==> config.mk <==
export PLATFORM = sky130hd
export DESIGN_NAME = refill_ctrl
export DESIGN_NICKNAME = d
export VERILOG_FILES = /design/src/hdl/dcache_pkg.sv /design/src/hdl/refill_ctrl.sv
export VERILOG_INCLUDE_DIRS = /design/src /design/src/hdl
export SDC_FILE = /design/constraint.sdc
export NUM_CORES = 1
export LEC_CHECK = 0
export BUFFER_PORTS_ARGS = -buffer_cell sky130_fd_sc_hd__buf_2
export CAP_MARGIN = 30
export CORE_AREA = 2 2 151 153
export DETAILED_ROUTE_END_ITERATION = 12
export DIE_AREA = 0 0 153 155
export GPL_TIMING_DRIVEN = 0
export SLEW_MARGIN = 20
export SYNTH_ARGS = -nofsm -noshare
export SYNTH_HDL_FRONTEND = slang
export SYNTH_SLANG_ARGS = --single-unit
==> constraint.sdc <==
create_clock -name i_clk -period 1.8 [get_ports i_clk]
set_input_delay 0.36 -clock i_clk [delete_from_list [all_inputs] [get_ports i_clk]]
set_output_delay 0.36 -clock i_clk [all_outputs]
set_load 0.1 [all_outputs]
==> src/hdl/dcache_defs.svh <==
`ifndef DCACHE_DEFS_SVH
`define DCACHE_DEFS_SVH

// cache geometry
`define DC_WAYS          2
`define DC_SETS          16
`define DC_LINE_B        8
`define DC_DATA_W        64
`define DC_PADDR_W       32
`define DC_RD_PORTS      2
`define DC_MISS_ENTRIES  4

// l2 tag is {kind, entry index}
`define DC_L2_TAG_W      4
`define DC_L2_KIND_L1D   2'b01

// derived widths
`define DC_WAY_W         ($clog2(`DC_WAYS))
`define DC_SET_W         ($clog2(`DC_SETS))
`define DC_OFS_W         ($clog2(`DC_LINE_B))
`define DC_LINE_ADDR_W   (`DC_PADDR_W - `DC_OFS_W)
`define DC_TAG_W         (`DC_LINE_ADDR_W - `DC_SET_W)
`define DC_MISS_IDX_W    ($clog2(`DC_MISS_ENTRIES))

`endif

==> src/hdl/dcache_pkg.sv <==
`default_nettype none

`include "dcache_defs.svh"

package dcache_pkg;

  // one write into the tag/data array
  typedef struct packed {
    logic                         valid;
    logic [`DC_LINE_ADDR_W-1:0]   line_addr;
    logic [`DC_WAY_W-1:0]         way;
    logic [`DC_DATA_W-1:0]        data;
    logic [`DC_LINE_B-1:0]        be;
  } dc_update_t;

  // s0 read request
  typedef struct packed {
    logic                         valid;
    logic [`DC_PADDR_W-1:0]       paddr;
  } dc_read_req_t;

  // s1 read response
  typedef struct packed {
    logic                         hit;
    logic                         miss;
    logic [`DC_WAY_W-1:0]         hit_way;
    logic [`DC_WAY_W-1:0]         replace_way;
    logic [`DC_DATA_W-1:0]        data;
  } dc_read_resp_t;

  // outstanding line fill
  typedef struct packed {
    logic                         valid;
    logic [`DC_LINE_ADDR_W-1:0]   line_paddr;
    logic [`DC_WAY_W-1:0]         evict_way;
  } miss_entry_t;

endpackage

`default_nettype wire

==> src/hdl/refill_ctrl.sv <==
`timescale 1ns/100ps
`default_nettype none

`include "dcache_defs.svh"

module refill_ctrl (
  input  wire logic                        i_clk,
  input  wire logic                        i_reset_n,
  input  wire logic                        i_l2_resp_valid,
  input  wire logic [`DC_L2_TAG_W-1:0]     i_l2_resp_tag,
  input  wire logic [`DC_DATA_W-1:0]       i_l2_resp_data,
  input  dcache_pkg::miss_entry_t          i_search_entry,
  input  wire logic                        i_merge_valid,
  input  wire logic [`DC_LINE_B-1:0]       i_merge_be,
  input  wire logic [`DC_DATA_W-1:0]       i_merge_data,
  input  wire logic                        i_wr_valid,
  input  wire logic [`DC_PADDR_W-1:0]      i_wr_paddr,
  input  wire logic [`DC_WAY_W-1:0]        i_wr_way,
  input  wire logic [`DC_DATA_W-1:0]       i_wr_data,
  input  wire logic [`DC_LINE_B-1:0]       i_wr_be,
  output logic                             o_search_valid,
  output logic [`DC_MISS_IDX_W-1:0]        o_search_index,
  output logic                             o_free_valid,
  output logic [`DC_MISS_IDX_W-1:0]        o_free_index,
  output dcache_pkg::dc_update_t           o_update,
  output logic                             o_wr_conflict
);

  logic                         w_resp_ours;

  logic                         r_rp1_valid;
  logic [`DC_MISS_IDX_W-1:0]    r_rp1_index;
  logic [`DC_DATA_W-1:0]        r_rp1_data;

  logic                         r_rp2_valid;
  logic [`DC_MISS_IDX_W-1:0]    r_rp2_index;
  dcache_pkg::miss_entry_t      r_rp2_entry;
  logic [`DC_DATA_W-1:0]        r_rp2_data;
  logic [`DC_DATA_W-1:0]        w_rp2_merged;

  // ----------------------------------------
  // rp1: capture response
  // ----------------------------------------
  assign w_resp_ours = i_l2_resp_valid &
                       (i_l2_resp_tag[`DC_L2_TAG_W-1 -: 2] == `DC_L2_KIND_L1D);

  always_ff @(posedge i_clk, negedge i_reset_n) begin
    if (!i_reset_n) begin
      r_rp1_valid <= 1'b0;
      r_rp2_valid <= 1'b0;
    end else begin
      r_rp1_valid <= w_resp_ours;
      // stale tag with no pending entry is dropped
      r_rp2_valid <= r_rp1_valid & i_search_entry.valid;
    end
  end

  always_ff @(posedge i_clk) begin
    r_rp1_index <= i_l2_resp_tag[`DC_MISS_IDX_W-1:0];
    r_rp1_data  <= i_l2_resp_data;
    r_rp2_index <= r_rp1_index;
    r_rp2_entry <= i_search_entry;
    r_rp2_data  <= r_rp1_data;
  end

  assign o_search_valid = r_rp1_valid;
  assign o_search_index = r_rp1_index;

  // ----------------------------------------
  // rp2: merge and write
  // ----------------------------------------
  always_comb begin
    w_rp2_merged = r_rp2_data;
    for (int b = 0; b < `DC_LINE_B; b++) begin
      if (i_merge_valid && i_merge_be[b]) begin
        w_rp2_merged[b*8 +: 8] = i_merge_data[b*8 +: 8];
      end
    end
  end

  // refill owns the update port and the store waits
  always_comb begin
    o_update.valid = r_rp2_valid | i_wr_valid;
    if (r_rp2_valid) begin
      o_update.line_addr = r_rp2_entry.line_paddr;
      o_update.way       = r_rp2_entry.evict_way;
      o_update.data      = w_rp2_merged;
      o_update.be        = '1;
    end else begin
      o_update.line_addr = i_wr_paddr[`DC_PADDR_W-1:`DC_OFS_W];
      o_update.way       = i_wr_way;
      o_update.data      = i_wr_data;
      o_update.be        = i_wr_be;
    end
  end

  assign o_wr_conflict = r_rp2_valid & i_wr_valid;

  assign o_free_valid = r_rp2_valid;
  assign o_free_index = r_rp2_index;

endmodule

`default_nettype wire

Word-level counts from Yosys, hierarchy flattened:

Cells that the tools add are included.

* flip-flop bits (word level): 164
* word-level logic and storage cells: 30
* input port bits: 281
* output and inout bits: 110

* reductions and logical operators: 8
* equality and inequality tests: 1
* multiplexer cells: 9
* bitwise gates (word level): 4

Operator list (number)
* $mux 102: 1
* $mux 8: 8
* $logic_and 1x1->1: 8
* $and 1x1->1: 3
* $eq 2x1->1 const B: 1
* $or 1x1->1: 1

Logic depth before layout (Yosys ltp):

Gate-level depths: netlist of the first run.

* word-level depth: 3
* depth in mapped cells: 5
* gate-level depth less buffers: 2

Worst setup path after synthesis of the first run:

No wires, ideal clock.

* kind: register to output
* start: register r_rp2_valid (netlist: o_free_valid)
* end: output o_update[17] (netlist bit)
* cell stages (with the launch flop): 6
* buffers on the path: 3
* required time: 1.440 ns
* arrival: 3.039 ns
* path slack: -1.599 ns
* cell sequence: dfrtp_1 buf_4 buf_6 buf_6 nor2_1 a31oi_1

RTL lines
* start, declared: line refill_ctrl.sv:35 `logic r_rp2_valid;`
* start signal, assigned: line refill_ctrl.sv:54 `r_rp2_valid <= r_rp1_valid & i_search_entry.valid;`
* end, declared: line refill_ctrl.sv:25 `output dcache_pkg::dc_update_t o_update,`

==> results of run 1 <==
flip-flops by register name, indices dropped and copies added (netlist names):
signal / flops
r_rp1_data: 64
r_rp2_data: 64
r_rp2_entry: 30
o_free_index: 2
o_search_index: 2
o_free_valid: 1
o_search_valid: 1
layer usage:
layer / global-route usage, % / part of all wire (%) / wire, µm / vias up
li1: - / - / - / 2612
met1: 17.2 / 38 / 7560 / 2479
met2: 29.8 / 54 / 10900 / 232
met3: 4.82 / 6.2 / 1250 / 25
met4: 5.56 / 1.8 / 358 / 0
met5: 0 / 0 / 0 / -
synthesized netlist by cell type:
| cell type | instances | area share [%] |
|---|---|---|
| dfxtp_1 | 162 | 56 |
| nor2_1 | 65 | 4.2 |
| a31oi_1 | 64 | 7.0 |
| nand3_1 | 64 | 5.6 |
| a21bo_1 | 56 | 9.8 |
| mux2_2 | 30 | 5.9 |
| buf_6 | 25 | 4.9 |
| buf_4 | 15 | 2.0 |
| buf_2 | 9 | 0.78 |
| or2_2 | 9 | 0.98 |
| a21bo_2 | 8 | 1.4 |
| and2_1 | 2 | 0.22 |
| dfrtp_1 | 2 | 0.87 |
| nand2_1 | 1 | 0.065 |
power groups by stage:
| stage | sequential [mW] | clock (mW) | combinational, mW |
|---|---|---|---|
| 2_1_floorplan | 3.98 | 0 | 1.90 |
| 3_3_place_gp | 3.94 | 0 | 2.46 |
| 3_5_place_dp | 3.95 | 0 | 2.48 |
| 4_1_cts | 3.87 | 3.56 | 3.03 |
| 5_1_grt | 3.88 | 3.74 | 3.21 |
| 6_report | 3.87 | 3.43 | 3.10 |
cell families (layout without fill, tap and decap cells):
family,Yosys count,in the layout
multiplexers,30,30
flip-flops,164,164
AND/OR/NAND/NOR,141,141
AO/OA/AOI/OAI,128,128
buffers and inverters,49,465
final cells by class:
cell class | instances | area, µm² | area share, %
Tap cell | 285 | 357 | 3.07
Buffer | 49 | 611 | 5.26
Clock inverter | 14 | 136 | 1.17
Multi-Input combinational cell | 299 | 3330 | 28.7
Sequential cell | 164 | 3300 | 28.4
Clock buffer | 18 | 429 | 3.69
Timing Repair Buffer | 384 | 3460 | 29.8
worst max path at each step:
stage                        end  cells after the start  slack, ns
floorplan           o_update[12]                      4      -0.28
global route        o_update[60]                      6      -0.41
finish              o_update[17]                      6      -0.35
CTS                 o_update[40]                      6      -0.39
global placement    o_update[23]                      6      -0.21
detailed placement  o_update[23]                      6      -0.20
placed cells by master (no fill, tap or decap), types with 2 or more instances in the layout:
cell,count
a21bo_1,56
a21bo_2,8
a31oi_4,64
buf_12,105
buf_2,276
buf_4,14
buf_6,28
buf_8,3
clkbuf_16,19
clkinvlp_4,2
dfxtp_1,162
dlygate4sd3_1,4
inv_6,4
inv_8,5
mux2_2,10
mux2_4,20
nand3_1,64
nor2_1,10
nor2_2,32
nor2_4,23
or2_4,9
timing repair:
action,4_1_cts,5_1_grt
pin swaps,1,9
resized for setup,404,65
endpoints found under the setup margin,104,104
hold endpoints to repair,2,3
gates cloned,0,2
hold buffers,1,3
through the flow:
stage / worst slack (ns) / utilization, %
6_report: -0.353 / 52.3
5_1_grt: -0.408 / 52.3
4_1_cts: -0.388 / 50.7
3_5_place_dp: -0.203 / 41.5
3_3_place_gp: -0.206 / 41.5
2_1_floorplan: -0.283 / -
==> metrics, run 1 <==
FF-to-FF Start=o_search_valid; fillers=1890; CTS tree=built; hold depth=1; Final Wtd Congestion=0.888; setup_tns=-31.11 ns; clock share of power=33.0%; Worst Hold Class=in2reg; total power=10.4 mW; Final Skew=0.0123 ns; Yosys cell types=14; non-filler cells, final=1213; wirelength, routed=20100 µm; Net Count, Synth=793; Clock Pin Slew Worst Setup and Hold Paths=0.07 ns; Num CTS Buffers=17; Worst EP required=1.44 ns; Worst setup SP type=flop; kind of critical path=reg2out; Residual DRC=0; Min Hold Slack=0.0319 ns; share of cells above drive strength 1=67.7%; clock sinks=164; ant diodes=0; Syn. warnings=0; Reg2Reg Setup Slack=1.16 ns; Pre-Repair DR Iteration Count=4; Buf/Inv on CP=4; Layout area overhead=102%; Yosys reg bits=164; hold path endpoint=r_rp2_entry[12]; Final WS setup=-0.353 ns; status=finished, violations left; GRT Resource Usage Total=16.0%; core area=22200 µm²; initial antenna violation count=0; CP endpoint kind=primary output; Seq/Total Area, Yosys=57.3%; XOR/XNOR Fraction of Synth Area=0%; period utilisation layout=120%; final layout net count=1196; I/O pin count=391; Remaining Overflow, GRT=0; CTS H-tree depth=4; switch share=34.0%; crit-path cells=buf_12 > buf_12 > buf_12 > nor2_2 > a31oi_4 > buf_12; fin area=11600 µm²; Hold Path Origin=i_search_entry[12]; Comb pwr share=29.8%; fin crit period=2.15 ns; I/O Buffers=378; Cells after Synth=512; DR WL/cell=16.6 µm; vias per inst=4.41; Leakage=5.16 nW; site row count=55; fmax=0.465 GHz; setup repair bufs after CTS=0; Internal=6.87 mW; RSZ-0062 raised after global routing=true; Fin. Hold Viols=0; chip width=153 µm; Final setup viols=104; WP data arrival=1.79 ns; post-synthesis compound-gate area fraction=18.1%; P per Cell Area=896 nW/µm²; fin. max-slew vios=0; worst vdd ir=0.545 mV; worst-case reg-to-reg path depth=1; Max clock buf depth=2; max_cap viols=0; first-pass GRT wire length=29400 µm; Switch Pwr=3.54 mW; failing checks=setup timing; Cell Area, Placed=9230 µm²; cell mode on critical path=buf_12; Worst-Skew Late Latency=0.42 ns; Die Y=155 µm; initial core utilization=25.9%; Post-Synth Simple-Gate Area=11.1%; FF-to-FF End=o_free_valid; Avg Cell Area, Syn=11.2 µm²; Worst Max-Slew Pin Slew=0.494 ns; CTS root buf=clkbuf_16; Crit path largest cell delay=0.49 ns; Worst Path Max Fanout=10; First DRT Iteration DRCs=184; placed wire-length estimate=15000 µm; Routed Antenna Nets=0; part of the power in registers=37.2%; largest family of logic cells by synthesized area=compound AO/OA/AOI/OAI gates; CP max stage cell=dfrtp_4; Synth Cell Area=5750 µm²; die area=23700 µm²; crit-path leading delay family=buffers and inverters; Cells after DPL=1175; Vias=5348; Max-slew headroom=67.3%; vias in the first global route=5544; Critical path origin=o_free_valid; adder-cell share of the synthesized area=0%; multiplexer share of the synthesized area=5.88%; largest net degree at the start of global routing=18
(Power assumes the default switching activity.)
==> inputs of run 2 (changes only) <==
--- a/config.mk
+++ b/config.mk
@@ -6,12 +6,14 @@
 export SDC_FILE = /design/constraint.sdc
 export NUM_CORES = 1
 export LEC_CHECK = 0
+export ABC_AREA = 1
 export BUFFER_PORTS_ARGS = -buffer_cell sky130_fd_sc_hd__buf_2
 export CAP_MARGIN = 30
-export CORE_AREA = 2 2 151 153
+export CORE_AREA = 2 2 152 154
 export DETAILED_ROUTE_END_ITERATION = 12
-export DIE_AREA = 0 0 153 155
+export DIE_AREA = 0 0 154 156
 export GPL_TIMING_DRIVEN = 0
+export REMOVE_ABC_BUFFERS = 1
 export SLEW_MARGIN = 20
 export SYNTH_ARGS = -nofsm -noshare
 export SYNTH_HDL_FRONTEND = slang
==> run 2 against run 1 <==
  * Sequential power about the same
  * Worst hold slack got worse by 0.0024 ns
  * Non-clock buffer count is 6 lower
  * Synthesized area up 1.8%
  * Clock power rose by 3%
  * Clock skew fell by 0.0033 ns
  * Synthesized cell count is 49% higher
  * Final cell count increased by 22%
  * Clock-buffer cell count did not move
  * Highest routed layer unchanged
  * The run still ends with setup timing left
==> metrics, run 2 <==
fin crit period=2.11 ns; non-filler cells, final=1477; Final WS setup=-0.314 ns; Pre-Repair DR Iteration Count=5; vias per inst=4.39; share of the synthesized area in the top cell type=55.4%; top-count cell post-synth=nand2_1; part of the power in registers=37.0%; Residual DRC=0; Die Y=156 µm; CP max stage cell=dfrtp_4; Crit path largest cell delay=0.52 ns; Clock Pin Slew Worst Setup and Hold Paths=0.08 ns; first-pass GRT wire length=34600 µm; initial core utilization=26.2%; Post-synth EDFFs=0; Layout area overhead=101%; Worst Hold Class=in2reg; Cells after DPL=1401; Syn. warnings=0; Comb pwr share=29.2%; placed wire-length estimate=14000 µm; Largest regs=r_rp1_data x64, r_rp2_data x64, r_rp2_entry x30; CTS tree=built; Avg Cell Area, Syn=7.66 µm²; fillers=1924; Internal=6.80 mW; wirelength, routed=25700 µm; Vias=6484; Max-slew headroom=67.5%; Routed Antenna Nets=0; fin. max-slew vios=0; post-synth top area cell=dfxtp_1; Worst setup SP type=flop; status=finished, violations left; clock sinks=164; initial antenna violation count=1; crit-path cells=buf_12 > buf_16 > buf_16 > nand3_4 > nand2_4 > buf_12; Buf/Inv on CP=4; period utilisation layout=117%; core area=22400 µm²; Switch Pwr=3.67 mW; Worst Max-Slew Pin Slew=0.491 ns; Yosys reg bits=164; First DRT Iteration DRCs=400; Max clock buf depth=2; Worst-Skew Late Latency=0.43 ns; hold depth=1; DR WL/cell=17.4 µm; register area=3300 µm²; Reg2Reg Setup Slack=1.21 ns; top cells by area, synth=dfxtp_1, nand2_1, nand3_1; share of cells above drive strength 1=55.3%; Final setup viols=105; Main synth FF type=dfxtp_1; switch share=35.1%; Crit. path cell count=6; P per Cell Area=889 nW/µm²; Min Hold Slack=0.0294 ns; GRT Resource Usage Total=19.0%; chip width=154 µm; most common cell after layout, fill and taps aside=buf_2; Worst Path Max Fanout=8; clock share of power=33.8%; Num CTS Buffers=17; failing checks=setup timing; RSZ-0062 raised after global routing=true; Synth Cell Area=5850 µm²; Cells after Synth=764; Remaining Overflow, GRT=0; Final Skew=0.00896 ns; Yosys cell types=14; Final Wtd Congestion=0.819; kind of critical path=reg2out; Worst EP required=1.44 ns; synth cell count leaders=nand2_1, dfxtp_1, inv_1, nand3_1, buf_2; Leakage=6.10 nW; worst-case reg-to-reg path depth=2; Seq/Total Area, Yosys=56.3%; final layout net count=1458; I/O Buffers=387; setup_tns=-28.98 ns; max_cap viols=0; largest net degree at the start of global routing=38; area of the multi-input gates=2640 µm²; crit-path leading delay family=buffers and inverters; CTS H-tree depth=4; vias in the first global route=6517; asr flop ratio synth=1.22%; Fin. Hold Viols=0; fmax=0.473 GHz; site row count=55; CTS root buf=clkbuf_16; worst vdd ir=0.455 mV; WP data arrival=1.75 ns; CP endpoint kind=primary output; commonest cells after routing, fill and taps aside=buf_2, dfxtp_1, nand2_1; I/O pin count=391; die area=24000 µm²
[run 2: changes by cell type after synthesis, sizes merged, moves of 64 or more]
cell,before,now
a21bo,64,0
nand2,1,293
inv,0,131
a31oi,64,0
nand3,64,128
nor2,65,1
[run 2: cells by family after synthesis]
family                 count (synthesis)  synth area share, %
buffers and inverters                169                 12.2
flip-flops                           164                 56.3
AND/OR/NAND/NOR                      431                 31.5
[run 2: power groups by stage]
stage,clock (mW),combinational (mW),sequential [mW]
after floorplan,0,1.49,3.99
after global placement,0,2.09,3.97
after detailed placement,0,2.11,3.96
after CTS,3.66,2.84,3.87
after global routing,3.84,3.17,3.89
final,3.54,3.05,3.88
[run 2: worst reg2reg max path, delay by kind of cell (launching register included)]
family	cells	cell delay, ns
and+or+nand+nor	1	0.07
buffers and inverters	1	0.04
DFF	1	0.38
[run 2: area by class of cell]
type | instances | share of cell area [%]
flip-flops and latches | 164 | 28.0
repair inverters | 5 | 0.605
clock inverters | 14 | 1.34
diodes | 2 | 0.0425
well taps | 285 | 3.03
multi-input cells | 431 | 22.4
inverters | 131 | 4.40
repair buffers | 427 | 36.5
clock buffers | 18 | 3.64
[run 2: metrics by stage]
stage / cell area (µm²) / power, mW / worst slack (ns) / util, %
after global routing: 11800 / 10.9 / -0.377 / 52.7
final: 11800 / 10.5 / -0.314 / 52.7
after global placement: 7920 / 6.06 / -3.96 / 35.4
after CTS: 10900 / 10.4 / -0.382 / 48.8
after floorplan: 5630 / 5.48 / -3.01 / -
after detailed placement: 8000 / 6.07 / -0.915 / 35.8
[run 2: worst paths after layout]
kind | startpoint | endpoint
min in group asynchronous | i_reset_n | o_free_valid
worst min-delay path | i_l2_resp_data[25] | r_rp1_data[25]
worst max register to register | o_search_valid | o_free_valid
max in group asynchronous | i_reset_n | o_free_valid
worst min register to register | r_rp1_data[41] | r_rp2_data[41]
worst max-delay path | o_free_valid | o_update[38]
[run 2: layer usage]
layer	track usage (%)	part of all wire (%)	vias to the layer above
li1	-	-	3114
met1	20.4	37	3011
met2	34.9	54	299
met3	5.42	6.0	60
met4	8.28	2.8	0
met5	0	0	-
[run 2: what timing repair did]
item / 4_1_cts / 5_1_grt
hold buffers: 1 / 7
endpoints found under the setup margin: 105 / 105
setup buffers: 11 / 2
hold endpoints to repair: 2 / 7
gates cloned: 14 / 7
pin swaps: 17 / 31
gates resized for setup: 521 / 166
