### src/hdl/dcache_defs.svh
`ifndef DCACHE_DEFS_SVH
`define DCACHE_DEFS_SVH

// cache geometry
`define DC_WAYS          2
`define DC_SETS          16
`define DC_LINE_B        8
`define DC_DATA_W        64
`define DC_PADDR_W       32
`define DC_RD_PORTS      2
`define DC_MISS_ENTRIES  4

// l2 tag is {kind, entry index}
`define DC_L2_TAG_W      4
`define DC_L2_KIND_L1D   2'b01

// derived widths
`define DC_WAY_W         ($clog2(`DC_WAYS))
`define DC_SET_W         ($clog2(`DC_SETS))
`define DC_OFS_W         ($clog2(`DC_LINE_B))
`define DC_LINE_ADDR_W   (`DC_PADDR_W - `DC_OFS_W)
`define DC_TAG_W         (`DC_LINE_ADDR_W - `DC_SET_W)
`define DC_MISS_IDX_W    ($clog2(`DC_MISS_ENTRIES))

`endif

### src/hdl/dcache_pkg.sv
`default_nettype none

`include "dcache_defs.svh"

package dcache_pkg;

  // one write into the tag/data array
  typedef struct packed {
    logic                         valid;
    logic [`DC_LINE_ADDR_W-1:0]   line_addr;
    logic [`DC_WAY_W-1:0]         way;
    logic [`DC_DATA_W-1:0]        data;
    logic [`DC_LINE_B-1:0]        be;
  } dc_update_t;

  // s0 read request
  typedef struct packed {
    logic                         valid;
    logic [`DC_PADDR_W-1:0]       paddr;
  } dc_read_req_t;

  // s1 read response
  typedef struct packed {
    logic                         hit;
    logic                         miss;
    logic [`DC_WAY_W-1:0]         hit_way;
    logic [`DC_WAY_W-1:0]         replace_way;
    logic [`DC_DATA_W-1:0]        data;
  } dc_read_resp_t;

  // outstanding line fill
  typedef struct packed {
    logic                         valid;
    logic [`DC_LINE_ADDR_W-1:0]   line_paddr;
    logic [`DC_WAY_W-1:0]         evict_way;
  } miss_entry_t;

endpackage

`default_nettype wire

### src/hdl/miss_entry_table.sv
`timescale 1ns/100ps
`default_nettype none

`include "dcache_defs.svh"

module miss_entry_table (
  input  wire logic                        i_clk,
  input  wire logic                        i_reset_n,
  input  dcache_pkg::dc_read_req_t         i_rd_req  [`DC_RD_PORTS],
  input  dcache_pkg::dc_read_resp_t        i_rd_resp [`DC_RD_PORTS],
  input  wire logic                        i_search_valid,
  input  wire logic [`DC_MISS_IDX_W-1:0]   i_search_index,
  input  wire logic                        i_free_valid,
  input  wire logic [`DC_MISS_IDX_W-1:0]   i_free_index,
  output dcache_pkg::miss_entry_t          o_search_entry,
  output logic                             o_l2_req_valid,
  output logic [`DC_PADDR_W-1:0]           o_l2_req_paddr,
  output logic [`DC_L2_TAG_W-1:0]          o_l2_req_tag
);

  localparam int IDX_W = `DC_MISS_IDX_W;

  dcache_pkg::miss_entry_t      r_entry [`DC_MISS_ENTRIES];
  logic [`DC_LINE_ADDR_W-1:0]   r_s1_line [`DC_RD_PORTS];

  logic                         w_alloc_req;
  logic [`DC_LINE_ADDR_W-1:0]   w_alloc_line;
  logic [`DC_WAY_W-1:0]         w_alloc_way;
  logic                         w_free_found;
  logic [IDX_W-1:0]             w_free_idx;
  logic                         w_alloc;

  logic                         r_l2_req_valid;
  logic [`DC_LINE_ADDR_W-1:0]   r_l2_req_line;
  logic [IDX_W-1:0]             r_l2_req_idx;

  // line address follows the read into s1
  always_ff @(posedge i_clk) begin
    for (int p = 0; p < `DC_RD_PORTS; p++) begin
      if (i_rd_req[p].valid) begin
        r_s1_line[p] <= i_rd_req[p].paddr[`DC_PADDR_W-1:`DC_OFS_W];
      end
    end
  end

  // lowest missing port whose line is not already pending
  always_comb begin
    logic dup;
    dup          = 1'b0;
    w_alloc_req  = 1'b0;
    w_alloc_line = '0;
    w_alloc_way  = '0;
    for (int p = `DC_RD_PORTS - 1; p >= 0; p--) begin
      dup = 1'b0;
      for (int e = 0; e < `DC_MISS_ENTRIES; e++) begin
        if (r_entry[e].valid && (r_entry[e].line_paddr == r_s1_line[p])) begin
          dup = 1'b1;
        end
      end
      if (i_rd_resp[p].miss && !dup) begin
        w_alloc_req  = 1'b1;
        w_alloc_line = r_s1_line[p];
        w_alloc_way  = i_rd_resp[p].replace_way;
      end
    end
  end

  // lowest free entry
  // an entry being freed counts as free
  always_comb begin
    w_free_found = 1'b0;
    w_free_idx   = '0;
    for (int e = `DC_MISS_ENTRIES - 1; e >= 0; e--) begin
      if (!r_entry[e].valid || (i_free_valid && (int'(i_free_index) == e))) begin
        w_free_found = 1'b1;
        w_free_idx   = IDX_W'(e);
      end
    end
  end

  assign w_alloc = w_alloc_req & w_free_found;

  always_ff @(posedge i_clk, negedge i_reset_n) begin
    if (!i_reset_n) begin
      for (int e = 0; e < `DC_MISS_ENTRIES; e++) begin
        r_entry[e] <= '0;
      end
      r_l2_req_valid <= 1'b0;
    end else begin
      for (int e = 0; e < `DC_MISS_ENTRIES; e++) begin
        if (w_alloc && (int'(w_free_idx) == e)) begin
          r_entry[e].valid      <= 1'b1;
          r_entry[e].line_paddr <= w_alloc_line;
          r_entry[e].evict_way  <= w_alloc_way;
        end else if (i_free_valid && (int'(i_free_index) == e)) begin
          r_entry[e].valid <= 1'b0;
        end
      end
      r_l2_req_valid <= w_alloc;
    end
  end

  always_ff @(posedge i_clk) begin
    if (w_alloc) begin
      r_l2_req_line <= w_alloc_line;
      r_l2_req_idx  <= w_free_idx;
    end
  end

  assign o_l2_req_valid = r_l2_req_valid;
  assign o_l2_req_paddr = {r_l2_req_line, {`DC_OFS_W{1'b0}}};
  assign o_l2_req_tag   = {`DC_L2_KIND_L1D, r_l2_req_idx};

  assign o_search_entry = i_search_valid ? r_entry[i_search_index] : '0;

endmodule

`default_nettype wire

### config.mk
export PLATFORM = sky130hd
export DESIGN_NAME = miss_entry_table
export DESIGN_NICKNAME = d
export VERILOG_FILES = /design/src/hdl/dcache_pkg.sv /design/src/hdl/miss_entry_table.sv
export VERILOG_INCLUDE_DIRS = /design/src /design/src/hdl
export SDC_FILE = /design/constraint.sdc
export NUM_CORES = 1
export LEC_CHECK = 0
export ABC_CLOCK_PERIOD_IN_PS = 5100
export BUFFER_PORTS_ARGS = -buffer_cell sky130_fd_sc_hd__clkbuf_2
export CORE_AREA = 10 10 162 164
export CTS_CLUSTER_SIZE = 30
export DETAILED_ROUTE_END_ITERATION = 12
export DIE_AREA = 0 0 172 174
export PLACE_DENSITY = 0.91
export SYNTH_ARGS = -nofsm -noshare
export SYNTH_HDL_FRONTEND = slang
export SYNTH_SLANG_ARGS = --single-unit
### constraint.sdc
create_clock -name i_clk -period 5.1 [get_ports i_clk]
set_input_delay 1.02 -clock i_clk [delete_from_list [all_inputs] [get_ports i_clk]]
set_output_delay 1.02 -clock i_clk [all_outputs]
set_load 0.05 [all_outputs]
* After elaboration in Yosys (flattened, before gate mapping) *
Memory sizes are Yosys's and may differ from the RTL's.
Index checks and enable logic that the tools add are counted.

storage, ports and cells
  output and inout port bits = 68
  memories = 1
  register bits = 156
  bits of input ports = 210
  RAM bits = 58

cells by class
  $lt $le $gt $ge = 1
  bitwise operators = 2
  reduce and logical (&&, ||, !) cells = 34
  mux-type cells = 38
  eq/ne operators = 14

memories
  name       words  width  rd ports  clocked after Yosys merged registers in  write ports  RTL line                source
  r_s1_line  2      29     2         0                                        2            miss_entry_table.sv:24  logic [`DC_LINE_ADDR_W-1:0] r_s1_line [`DC_RD_PORTS];

operator list
  kind                                           number
  == test 29 bit                                 8
  two-way mux 31 bit                             3
  binary-select mux 31 bit (select 2 bit)        1
  two-way mux 29 bit                             2
  two-way mux 1 bit                              28
  logical AND 1 bit                              18
  == test 2 bit, second input constant           4
  two-way mux 2 bit                              4
  nonzero test 2 bit                             4
  zero test 1 bit                                6
  == test 2 x 1 -> 1 bit, second input constant  2
  zero test 2 bit                                2
  logical OR 1 bit                               4
  >= comparator 3 bit, second input constant     1
  inverter 2 -> 3 bit                            1
  AND 1 bit                                      1

* Depth between registers and ports, before layout *
Gate-level depths: netlist (run 1).
An unclocked memory read counts as a cell.

  word-level depth = 14
  depth in mapped cells = 10

* Worst setup path after synthesis (run 1) *
No wires, ideal clock.

  path kind = input -> register
  start = input port i_rd_resp[134] in the netlist's numbering
  end = register r_l2_req_idx[0] (enable)
  cell stages on the path = 6
  data arrival time = 3.322 ns
  library setup time = 0.420 ns
  path buffers = 2
  setup slack = 1.358 ns
  data required time = 4.680 ns
  path through = o41ai_1 or4_1 buf_4 buf_4 and2_1 nor2_1

between the ends
  cells in the longest elaborated chain, start to end = 3

RTL lines
  what                    RTL line                 source
  start: declaration      miss_entry_table.sv:10   input dcache_pkg::dc_read_resp_t i_rd_resp [`DC_RD_PORTS],
  logical AND 1 bit       miss_entry_table.sv:60   if (i_rd_resp[p].miss && !dup) begin
  two-way mux 1 bit       miss_entry_table.sv:60
  AND 1 bit               miss_entry_table.sv:81   assign w_alloc = w_alloc_req & w_free_found;
  via w_alloc             miss_entry_table.sv:31   logic w_alloc;
  end signal: assignment  miss_entry_table.sv:106  r_l2_req_idx <= w_free_idx;
  end: declaration        miss_entry_table.sv:35   logic [IDX_W-1:0] r_l2_req_idx;

The timed path passes the listed nets, and every way through them passes these cells.
A chain may end at the register's enable or synchronous reset.

==> results.txt, run 1 <==
The number of rows in the core area is 56. The routed wirelength normalized by instance count is about 27 um. The pin count of the biggest net entering global routing came out at 47. The number of synthesized flops with an enable pin is between 80 and 90.

The sequential element share of the synthesized area is a little under half. The final sum of negative setup slack came out at 0 ns. The overall die height came out at 174 um. The initial antenna violation count is 3.

In this design, the critical path's most frequently occurring cell is nor4_1. Clock skew on the completed layout was measured at 0.0264 ns. The worst vdd rail ir drop is about 0.35 mV. The count of pins on the block boundary came out at between 200 and 300. The post-route cell area is 13900 um^2. The slew at the pin with the worst max-slew slack came out at 0.993 ns. Leaving out fill and tap cells, the most frequent cell in the layout is inv_1. Prior to clock tree synthesis, the placed netlist has a worst setup slack of around 1.2 ns. During placement, the flow inserted port buffers numbering 134. TritonCTS built the clock tree.

Setup repair after global routing left no endpoint under its margin. The placed instance area is about 13000 um^2. The count of hold buffers inserted by post-cts repair is 0. Across the run, the number of max-cap violations was 0.

The highest-delay cell along the critical path is nor4_1. The synthesized cell area is approximately 12000 um^2. The clock reaches the later pin of the worst-skew pair after 0.53 ns.

The root buffer cell is clkbuf_16. For this run, the detailed router's first-pass iteration total came to 5. In this run the mean area of a mapped cell was 11.2 um^2. The leakage component of the power is 6.07 nW. The relative slew slack came out at about a third. Across all register-to-register paths, the minimum setup slack is between 1 and 1.5 ns. The signal on the critical path passes through xor2_1, nor4_1, nand4_1, nor4_1, or4_2, buf_4, mux2i_1, inv_1. The signed area change from the synthesized netlist to the final layout is 11.8%. The die outline width is 172 um. The total design power came out at 7.67 mW. Along the worst path, the maximum fanout reaches 16.

The initial standard-cell utilization of the core is between 50% and 60%. The wire length of the first global-routing pass came out at about 60 mm. The maximum single-stage delay on the critical path is just under 0.8 ns. The number of buffers inserted by post-CTS setup repair is 0. The number of setup violations in the final report came out at 0.

The final wirelength is ~40 mm. The sequential share of power is between 40% and 50%. The number of clock sinks came out at 214. After synthesis, the share of flip-flops with an asynchronous set or reset is about three fifths.

The final critical-path share of the clock period came out at 76.7%. After the last flow step, the layout net total stands at between 1k and 1.5k. The die covers 29900 um^2. After synthesis the netlist holds a flip-flop and latch count of ~210. The Yosys step of the flow raised 0 warnings. The maximum number of buffers from clock root to sink came out at 3. The estimated wirelength of the detail-placed design came out at 30.0 mm. The flow ran to the end, and the final reports show no timing, DRC or antenna violations. The path class of the tightest hold or removal check is in -> async.

The area inside the core boundary is 23100 um^2. The worst path required time came out at 5.37 ns. The highest achievable clock rate came out at approximately 0.26 GHz. In this run, post-CTS repair resized a total of 0 instances. The number of buffers added by the clock tree synthesis step is 23.

The net switching share of the total power came out at about 42%. The number of violations reported at the end of detailed-routing iteration 0 is between 900 and 1k. The fraction of layout cells with a size suffix above 1 came out at 18.8%. Global routing finished with a remaining overflow of 0. The total global-route track usage came out at roughly 27%.

The number of library cell types mapped by synthesis came out at 37. The number of global-route vias before repair is about 9.3k. For this design the ratio of total power to cell area is roughly 550 nW/um^2.

The most used flip-flop cell after synthesis is dfrtp_1. Including well taps, the total number of placed cells is about 1.5k. The via total after detailed routing is 8833. After detailed routing, the number of vias per cell comes to between 5 and 6.

The deepest level of the CTS H-tree came out at 1. Routability-driven placement finished with a final weighted congestion of 1.06. The switching power total is between 3 and 4 mW. The max-slew violation count is 0.

The endpoint class of the critical path is a flip-flop. The final critical path time including I/O delays and setup is between 3 and 4 ns. The final worst-path setup slack is 1.19 ns. The number of non-filler instances in the completed layout is between 1k and 1.5k. The number of buffers and inverters on the critical path came out at 2. The clock transition at the register clock pins on the worst setup and hold paths after CTS came out at approximately 0.06 ns. Grouping stages by cell kind, the critical path spends the most delay in simple AND/OR/NAND/NOR gates. Data arrives at the worst endpoint at 4.18 ns. The count of endpoints failing hold in the final timing report came out at 0. The DRC violation count after routing came out at 0. The category of the critical setup timing path is reg -> reg. The top cell types in the final layout, fill and taps aside, are inv_1, mux2i_1, xnor2_1. The kind of launch point of the worst setup path is a flip-flop. The clock network fraction of design power is between 20% and 30%.

The number of standard cells after synthesis is ~1.1k. The post-route antenna net violation count is 0. The cell-internal power is 4.44 mW.

The combinational share of power is a little under two fifths.
-- power by group through the flow --
stage | Sequential [mW] | Combinational, mW | Clock (mW)
floorplan | 3.01 | 1.87 | 0
global placement | 3.07 | 2.77 | 0
detailed placement | 3.11 | 2.83 | 0
CTS | 3.09 | 2.86 | 1.69
global route | 3.17 | 3.03 | 1.76
finish | 3.12 | 2.88 | 1.67
-- sequential cells by signal, indices dropped and copies added, names as in the netlist --
register,flops
r_l2_req_line,29
r_l2_req_idx,2
o_l2_req_valid,1
r_entry,124
r_s1_line,58
-- stage by stage --
step / hold slack, ns / util (%)
floorplan: 0.490 / -
global placement: 0.501 / 57.1
detailed placement: 0.511 / 57.1
CTS: 0.515 / 60.3
global route: 0.552 / 60.3
finish: 0.515 / 60.3
-- final timing paths --
path	depth (start not counted)	to	from
hold reg to reg	2	r_entry[93]$_DFFE_PN0P_	r_entry[93]$_DFFE_PN0P_
max in group asynchronous	2	r_entry[86]$_DFFE_PN0P_	i_reset_n
setup / recovery	8	r_l2_req_line[20]$_DFFE_PP_	r_s1_line[0][25]$_DFFE_PP_
min in group i_clk	2	r_entry[93]$_DFFE_PN0P_	r_entry[93]$_DFFE_PN0P_
setup reg to reg	8	r_l2_req_line[20]$_DFFE_PP_	r_s1_line[0][25]$_DFFE_PP_
hold / removal	1	r_entry[107]$_DFFE_PN0P_	i_reset_n
-- cell usage after synthesis (all sizes together), types with 5 or more instances --
cell type	number	area share, %
inv	151	4.5
o21ai	5	0.20
nand3	6	0.24
buf	89	4.0
dfrtp	125	25
a21oi	33	1.4
mux4	31	5.6
nor4	30	1.5
and3	30	1.5
and2	33	1.7
xor2	81	5.7
clkbuf	14	0.42
nand2	37	1.1
edfxtp	89	21
mux2i	149	12
xnor2	148	10
nand4	42	2.1
-- metal layers --
layer  track usage, %  up-vias  wire length (um)
li1                 -     3850                 -
met1             34.9     4446             16100
met2             44.9      460             19700
met3             4.78       75              3210
met4             7.22        2              1170
met5                0        -                13
-- layout make-up --
type                    instances  area (um^2)
clock inverters                10         82.6
repair buffers                150          831
flip-flops and latches        214         5800
fillers                      1820         9170
clock buffers                  32          671
well taps                     290          363
diodes                          1         2.50
inverters                     151          567
multi-input cells             650         5630
-- logic make-up (layout without fill, tap and decap cells) --
logic type	count (synthesis)	in the layout	synth area share, %
other cells	2	6	0.0602
mux	181	181	17.6
buf+inv	254	343	8.93
xor+xnor	229	229	16.1
flops	214	214	46.5
simple gates	187	187	8.52
compound gates	48	48	2.28
(Power assumes the default switching activity.)
==> run 2: changes to the inputs <==
--- a/config.mk
+++ b/config.mk
@@ -6,12 +6,13 @@
 export SDC_FILE = /design/constraint.sdc
 export NUM_CORES = 1
 export LEC_CHECK = 0
-export ABC_CLOCK_PERIOD_IN_PS = 5100
+export ABC_AREA = 1
+export ABC_CLOCK_PERIOD_IN_PS = 3600
 export BUFFER_PORTS_ARGS = -buffer_cell sky130_fd_sc_hd__clkbuf_2
-export CORE_AREA = 10 10 162 164
+export CORE_AREA = 10 10 163 165
 export CTS_CLUSTER_SIZE = 30
 export DETAILED_ROUTE_END_ITERATION = 12
-export DIE_AREA = 0 0 172 174
+export DIE_AREA = 0 0 173 175
 export PLACE_DENSITY = 0.91
 export SYNTH_ARGS = -nofsm -noshare
 export SYNTH_HDL_FRONTEND = slang
==> constraint.sdc (replaced) <==
create_clock -name i_clk -period 3.6 [get_ports i_clk]
set_input_delay 0.72 -clock i_clk [delete_from_list [all_inputs] [get_ports i_clk]]
set_output_delay 0.72 -clock i_clk [all_outputs]
set_load 0.05 [all_outputs]
==> run 2 against run 1 <==
Core utilization rose by 4.0 points; largest power group is now combinational cells; synthesized cell count rose by 69%; non-clock buffer count rose by 9; global-route usage rose by 12 points; final area rose by 7.3%; register-to-register slack got worse by 0.75 ns; largest cell class is now multi-input combinational cells; sequential cell count did not move.
==> results.txt, run 2 <==
The flow ran to the end, and the final reports show no timing, DRC or antenna violations. The full die area is 30300 um^2 (+1.2%). The clock transition at the register clock pins on the worst setup and hold paths after CTS is 0.06 ns (about the same). The peak fanout along the critical path is 30 (+14). The cell that appears most often on the critical path is nand2_1. The share of the synthesized area in the top cell type came out at 27.8% (+2.7 points). The XOR/XNOR share of the synthesized area came out at 0.758% (-15 points).

The post-synthesis cell type with the largest combined area is nand2_1. The via total after detailed routing came out at 14.1k (+60%). The area fraction in compound gates after synthesis is 9.36% (+7.1 points). The number of setup violations in the final report was 0 (unchanged). The critical path is of the reg -> reg type. The clock latency on the worst-skew pair came to 0.53 ns (about the same). The first-pass iteration count of the detailed router came out at 6 (+1).

The power density over the cells came out at 798 nW/um^2 (+45%). The most critical setup path has its endpoint at r_entry[111]$_DFFE_PN0P_. The total global-route track usage came out at 38.5% (+12 points).

The net count reported at finish is 2220 (+59%). The critical path depth in cells is 15 (+7). Setup repair after global routing left no endpoint under its margin. The number of synthesized flops with an enable pin is 89 (unchanged). The worst endpoint data arrival time is 3.61 ns (-0.57 ns). The number of buffers inserted by post-CTS setup repair is 0 (unchanged). The cell with the most instances after synthesis is nand2_1. The setup slack of the most critical reg-to-reg path came out at 0.44 ns (-0.75 ns). The final sum of negative setup slack is 0 ns (unchanged).

The reg-to-reg critical path startpoint is r_s1_line[0][17]$_DFFE_PP_. The highest achievable clock rate came out at 0.317 GHz (+24%). The final wirelength came out at 59.9 mm (+49%).

The post-synthesis async set-or-reset flop share was 58.4% (unchanged). The relative slew slack came out at 27.0% (-6.9 points). The post-synthesis average cell area is 6.73 um^2 (-40%). The class of the tightest hold or removal check is in -> async. The final critical-path share of the clock period is 87.7% (+11 points).

The top cell family by delay on the critical path is simple AND/OR/NAND/NOR gates. The overall die height is 175 um (+0.57%). STA classifies the critical path startpoint as a flip-flop. The area inside the core boundary is 23300 um^2 (+0.61%). The post-route antenna net violation count was 0 (unchanged).

The maximum number of buffers from clock root to sink is 3 (unchanged). The slew at the pin with the worst max-slew slack was 1.10 ns (+0.103 ns). The estimated wirelength of the detail-placed design is 44.8 mm (+49%). The DRC violation count after routing came to 0 (unchanged). The signed area change from the synthesized netlist to the final layout is 17.8%. The worst setup path is captured at a flip-flop. The max-slew violation count is 0 (unchanged). The initial antenna violation count was 1 (-2).

The count of hold buffers inserted by post-cts repair came out at 0 (unchanged). The largest registers in the layout are r_entry x124, r_s1_line x58, r_l2_req_line x29. The tightest hold margin came out at 0.125 ns (-0.391 ns). The setup clock skew after layout came to 0.0160 ns (-0.0104 ns). The leakage component of the power is 7.66 nW (+26%). The pin count of the biggest net entering global routing came to 69 (+47%).

Leaving out fill and tap cells, the most frequent cell in the layout is nand2_1. The synthesized flop and latch total is 214 (unchanged). The number of maximum-capacitance violations is 0 (unchanged). The combined area of the multi-input logic cells came out at 5910 um^2 (+4.9%).

Walking the worst path, the cells encountered are inv_2, nand2_1, o21ai_1, nor2_1, nand2_1, nor2_1, nand2_1, nor2_1, nor2_1, nand3_2, inv_2, nand2_1, nand2_1, nand2_1, nand2_1. The per-cell via count in the routed design came to 6.01 (+1.9%). The fraction of layout cells with a size suffix above 1 is 13.1% (-5.7 points). Yosys attributes the largest share of cell area to nand2_1, dfrtp_1, edfxtp_1. Leaving out fill and tap cells, the most frequent cells in the layout are nand2_1, nor2_1, inv_1.

The count of warnings emitted by yosys came to 0 (unchanged). The count of endpoints failing hold in the final timing report came out at 0 (unchanged). The root buffer cell is clkbuf_16. The worst vdd rail ir drop was 0.675 mV (+90%).

The number of buffers and inverters on the critical path came out at 2 (unchanged). The synthesized-area fraction occupied by and/or/nand/nor cells came to 36.2% (+28 points). TritonCTS built the clock tree. In this run the critical register-to-register path is captured at r_entry[111]$_DFFE_PN0P_.

The largest register by flop count is r_entry. The port buffer count is 134 (unchanged). The sequential element share of the synthesized area is 45.7% (-0.85 points).

The final RePlAce weighted congestion is 1.14 (+7.6%). The number of buffers added by the clock tree synthesis step is 23 (unchanged). The number of library cell types mapped by synthesis was 27 (-27%). The count of filler cells inserted in the layout came out at 1993 (+9.5%).

The total design power came out at 11.9 mW (+56%). The worst path required time is 4.05 ns (-1.32 ns). The initial standard-cell utilization of the core is 54.6% (+0.67 points). The area taken by flip-flops and latches came to 5800 um^2 (unchanged). The maximum single-stage delay on the critical path is 0.67 ns (-0.12 ns).

After synthesis, the largest family of logic cells by area is simple AND/OR/NAND/NOR gates. The proportion of synthesized area in mux cells is 0% (-18 points). The number of standard cells after synthesis is 1887 (+69%). The number of clock sinks came out at 214 (unchanged).

In this run the worst setup path begins at r_s1_line[0][17]$_DFFE_PP_. The wire length of the first global-routing pass was 87.6 mm (+46%). The number of inserted diodes is 0 (-1).

The deepest level of the CTS H-tree came to 1 (unchanged). The number of rows in the core area is 56 (unchanged). The number of cells on the worst reg-to-reg path came out at 15 (+7). The post-cts resize count came out at 0 (unchanged). The number of global-route vias before repair is 13.3k (+43%).

The most common flop cell mapped by yosys is dfrtp_1. The synthesized cell area is 12700 um^2 (+1.9%). The routed wirelength normalized by instance count is 25.5 um (-4.9%). The arithmetic-cell share of the synthesized area counting full adders, half adders and majority gates is 0% (unchanged). Sorting the synthesized cells by how often they occur yields nand2_1, nor2_1, inv_1, dfrtp_1, o21ai_0.

The die outline width came out at 173 um (+0.58%). The total grt overflow came out at 0 (unchanged). The count of pins on the block boundary is 278 (unchanged). The number of violations reported at the end of detailed-routing iteration 0 came out at 2532 (+180%).

The flip-flop count of the largest register after layout is 124 (unchanged). On the critical path, the stage with the largest delay is an instance of inv_2. The final critical path time including I/O delays and setup came out at 3.16 ns (-0.753 ns).
-- run 2: where the power goes --
| part | switching [mW] | leakage, nW | internal [mW] |
|---|---|---|---|
| sequential | 1.09 | 2.49 | 3.30 |
| clock | 1.00 | 0.401 | 1.61 |
| combinational | 3.54 | 4.77 | 1.41 |
| total | 5.62 | 7.66 | 6.32 |
-- run 2: how the worst min path moves through the flow --
stage	from	slack (ns)	endpoint
global route	i_reset_n	0.14	r_entry[107]$_DFFE_PN0P_
detailed placement	r_entry[0]$_DFFE_PN0P_	0.48	r_entry[0]$_DFFE_PN0P_
global placement	r_entry[62]$_DFFE_PN0P_	0.46	r_entry[62]$_DFFE_PN0P_
floorplan	i_reset_n	0.42	o_l2_req_valid$_DFF_PN0_
CTS	i_reset_n	0.13	r_entry[76]$_DFFE_PN0P_
finish	i_reset_n	0.12	r_entry[107]$_DFFE_PN0P_
-- run 2: cells by family (layout without fill, tap and decap cells) --
family / Yosys count / after routing
simple gates: 1178 / 1178
buf+inv: 250 / 386
compound gates: 232 / 232
flops: 214 / 214
xor+xnor: 11 / 11
other cells: 2 / 5
-- run 2: layout make-up --
| class | instances | share of cell area, % |
|---|---|---|
| inverters | 186 | 4.67 |
| flip-flops and latches | 214 | 38.8 |
| well taps | 319 | 2.67 |
| repair buffers | 159 | 8.91 |
| clock buffers | 31 | 4.31 |
| clock inverters | 10 | 1.18 |
| multi-input cells | 1426 | 39.5 |
-- run 2: routing by layer --
layer  wire (um)  part of all wire (%)  up-vias  global-route usage (%)
li1            -                     -     6110                       -
met1       22300                    37     6448                    50.0
met2       25700                    43     1288                    58.7
met3        8500                    14      242                    10.7
met4        3360                   5.6        2                    18.1
met5          13                 0.022        -                       0
-- run 2: metrics by stage --
step                utilization (%)  cell area (um^2)  setup WS (ns)  cells
finish                         64.3             15000          0.444   2345
global route                   64.3             15000          0.347   2345
CTS                            64.3             15000          0.518   2345
detailed placement             60.8             14100          0.548   2304
global placement               60.8             14100          0.562   2304
floorplan                         -             12700          0.656   1890
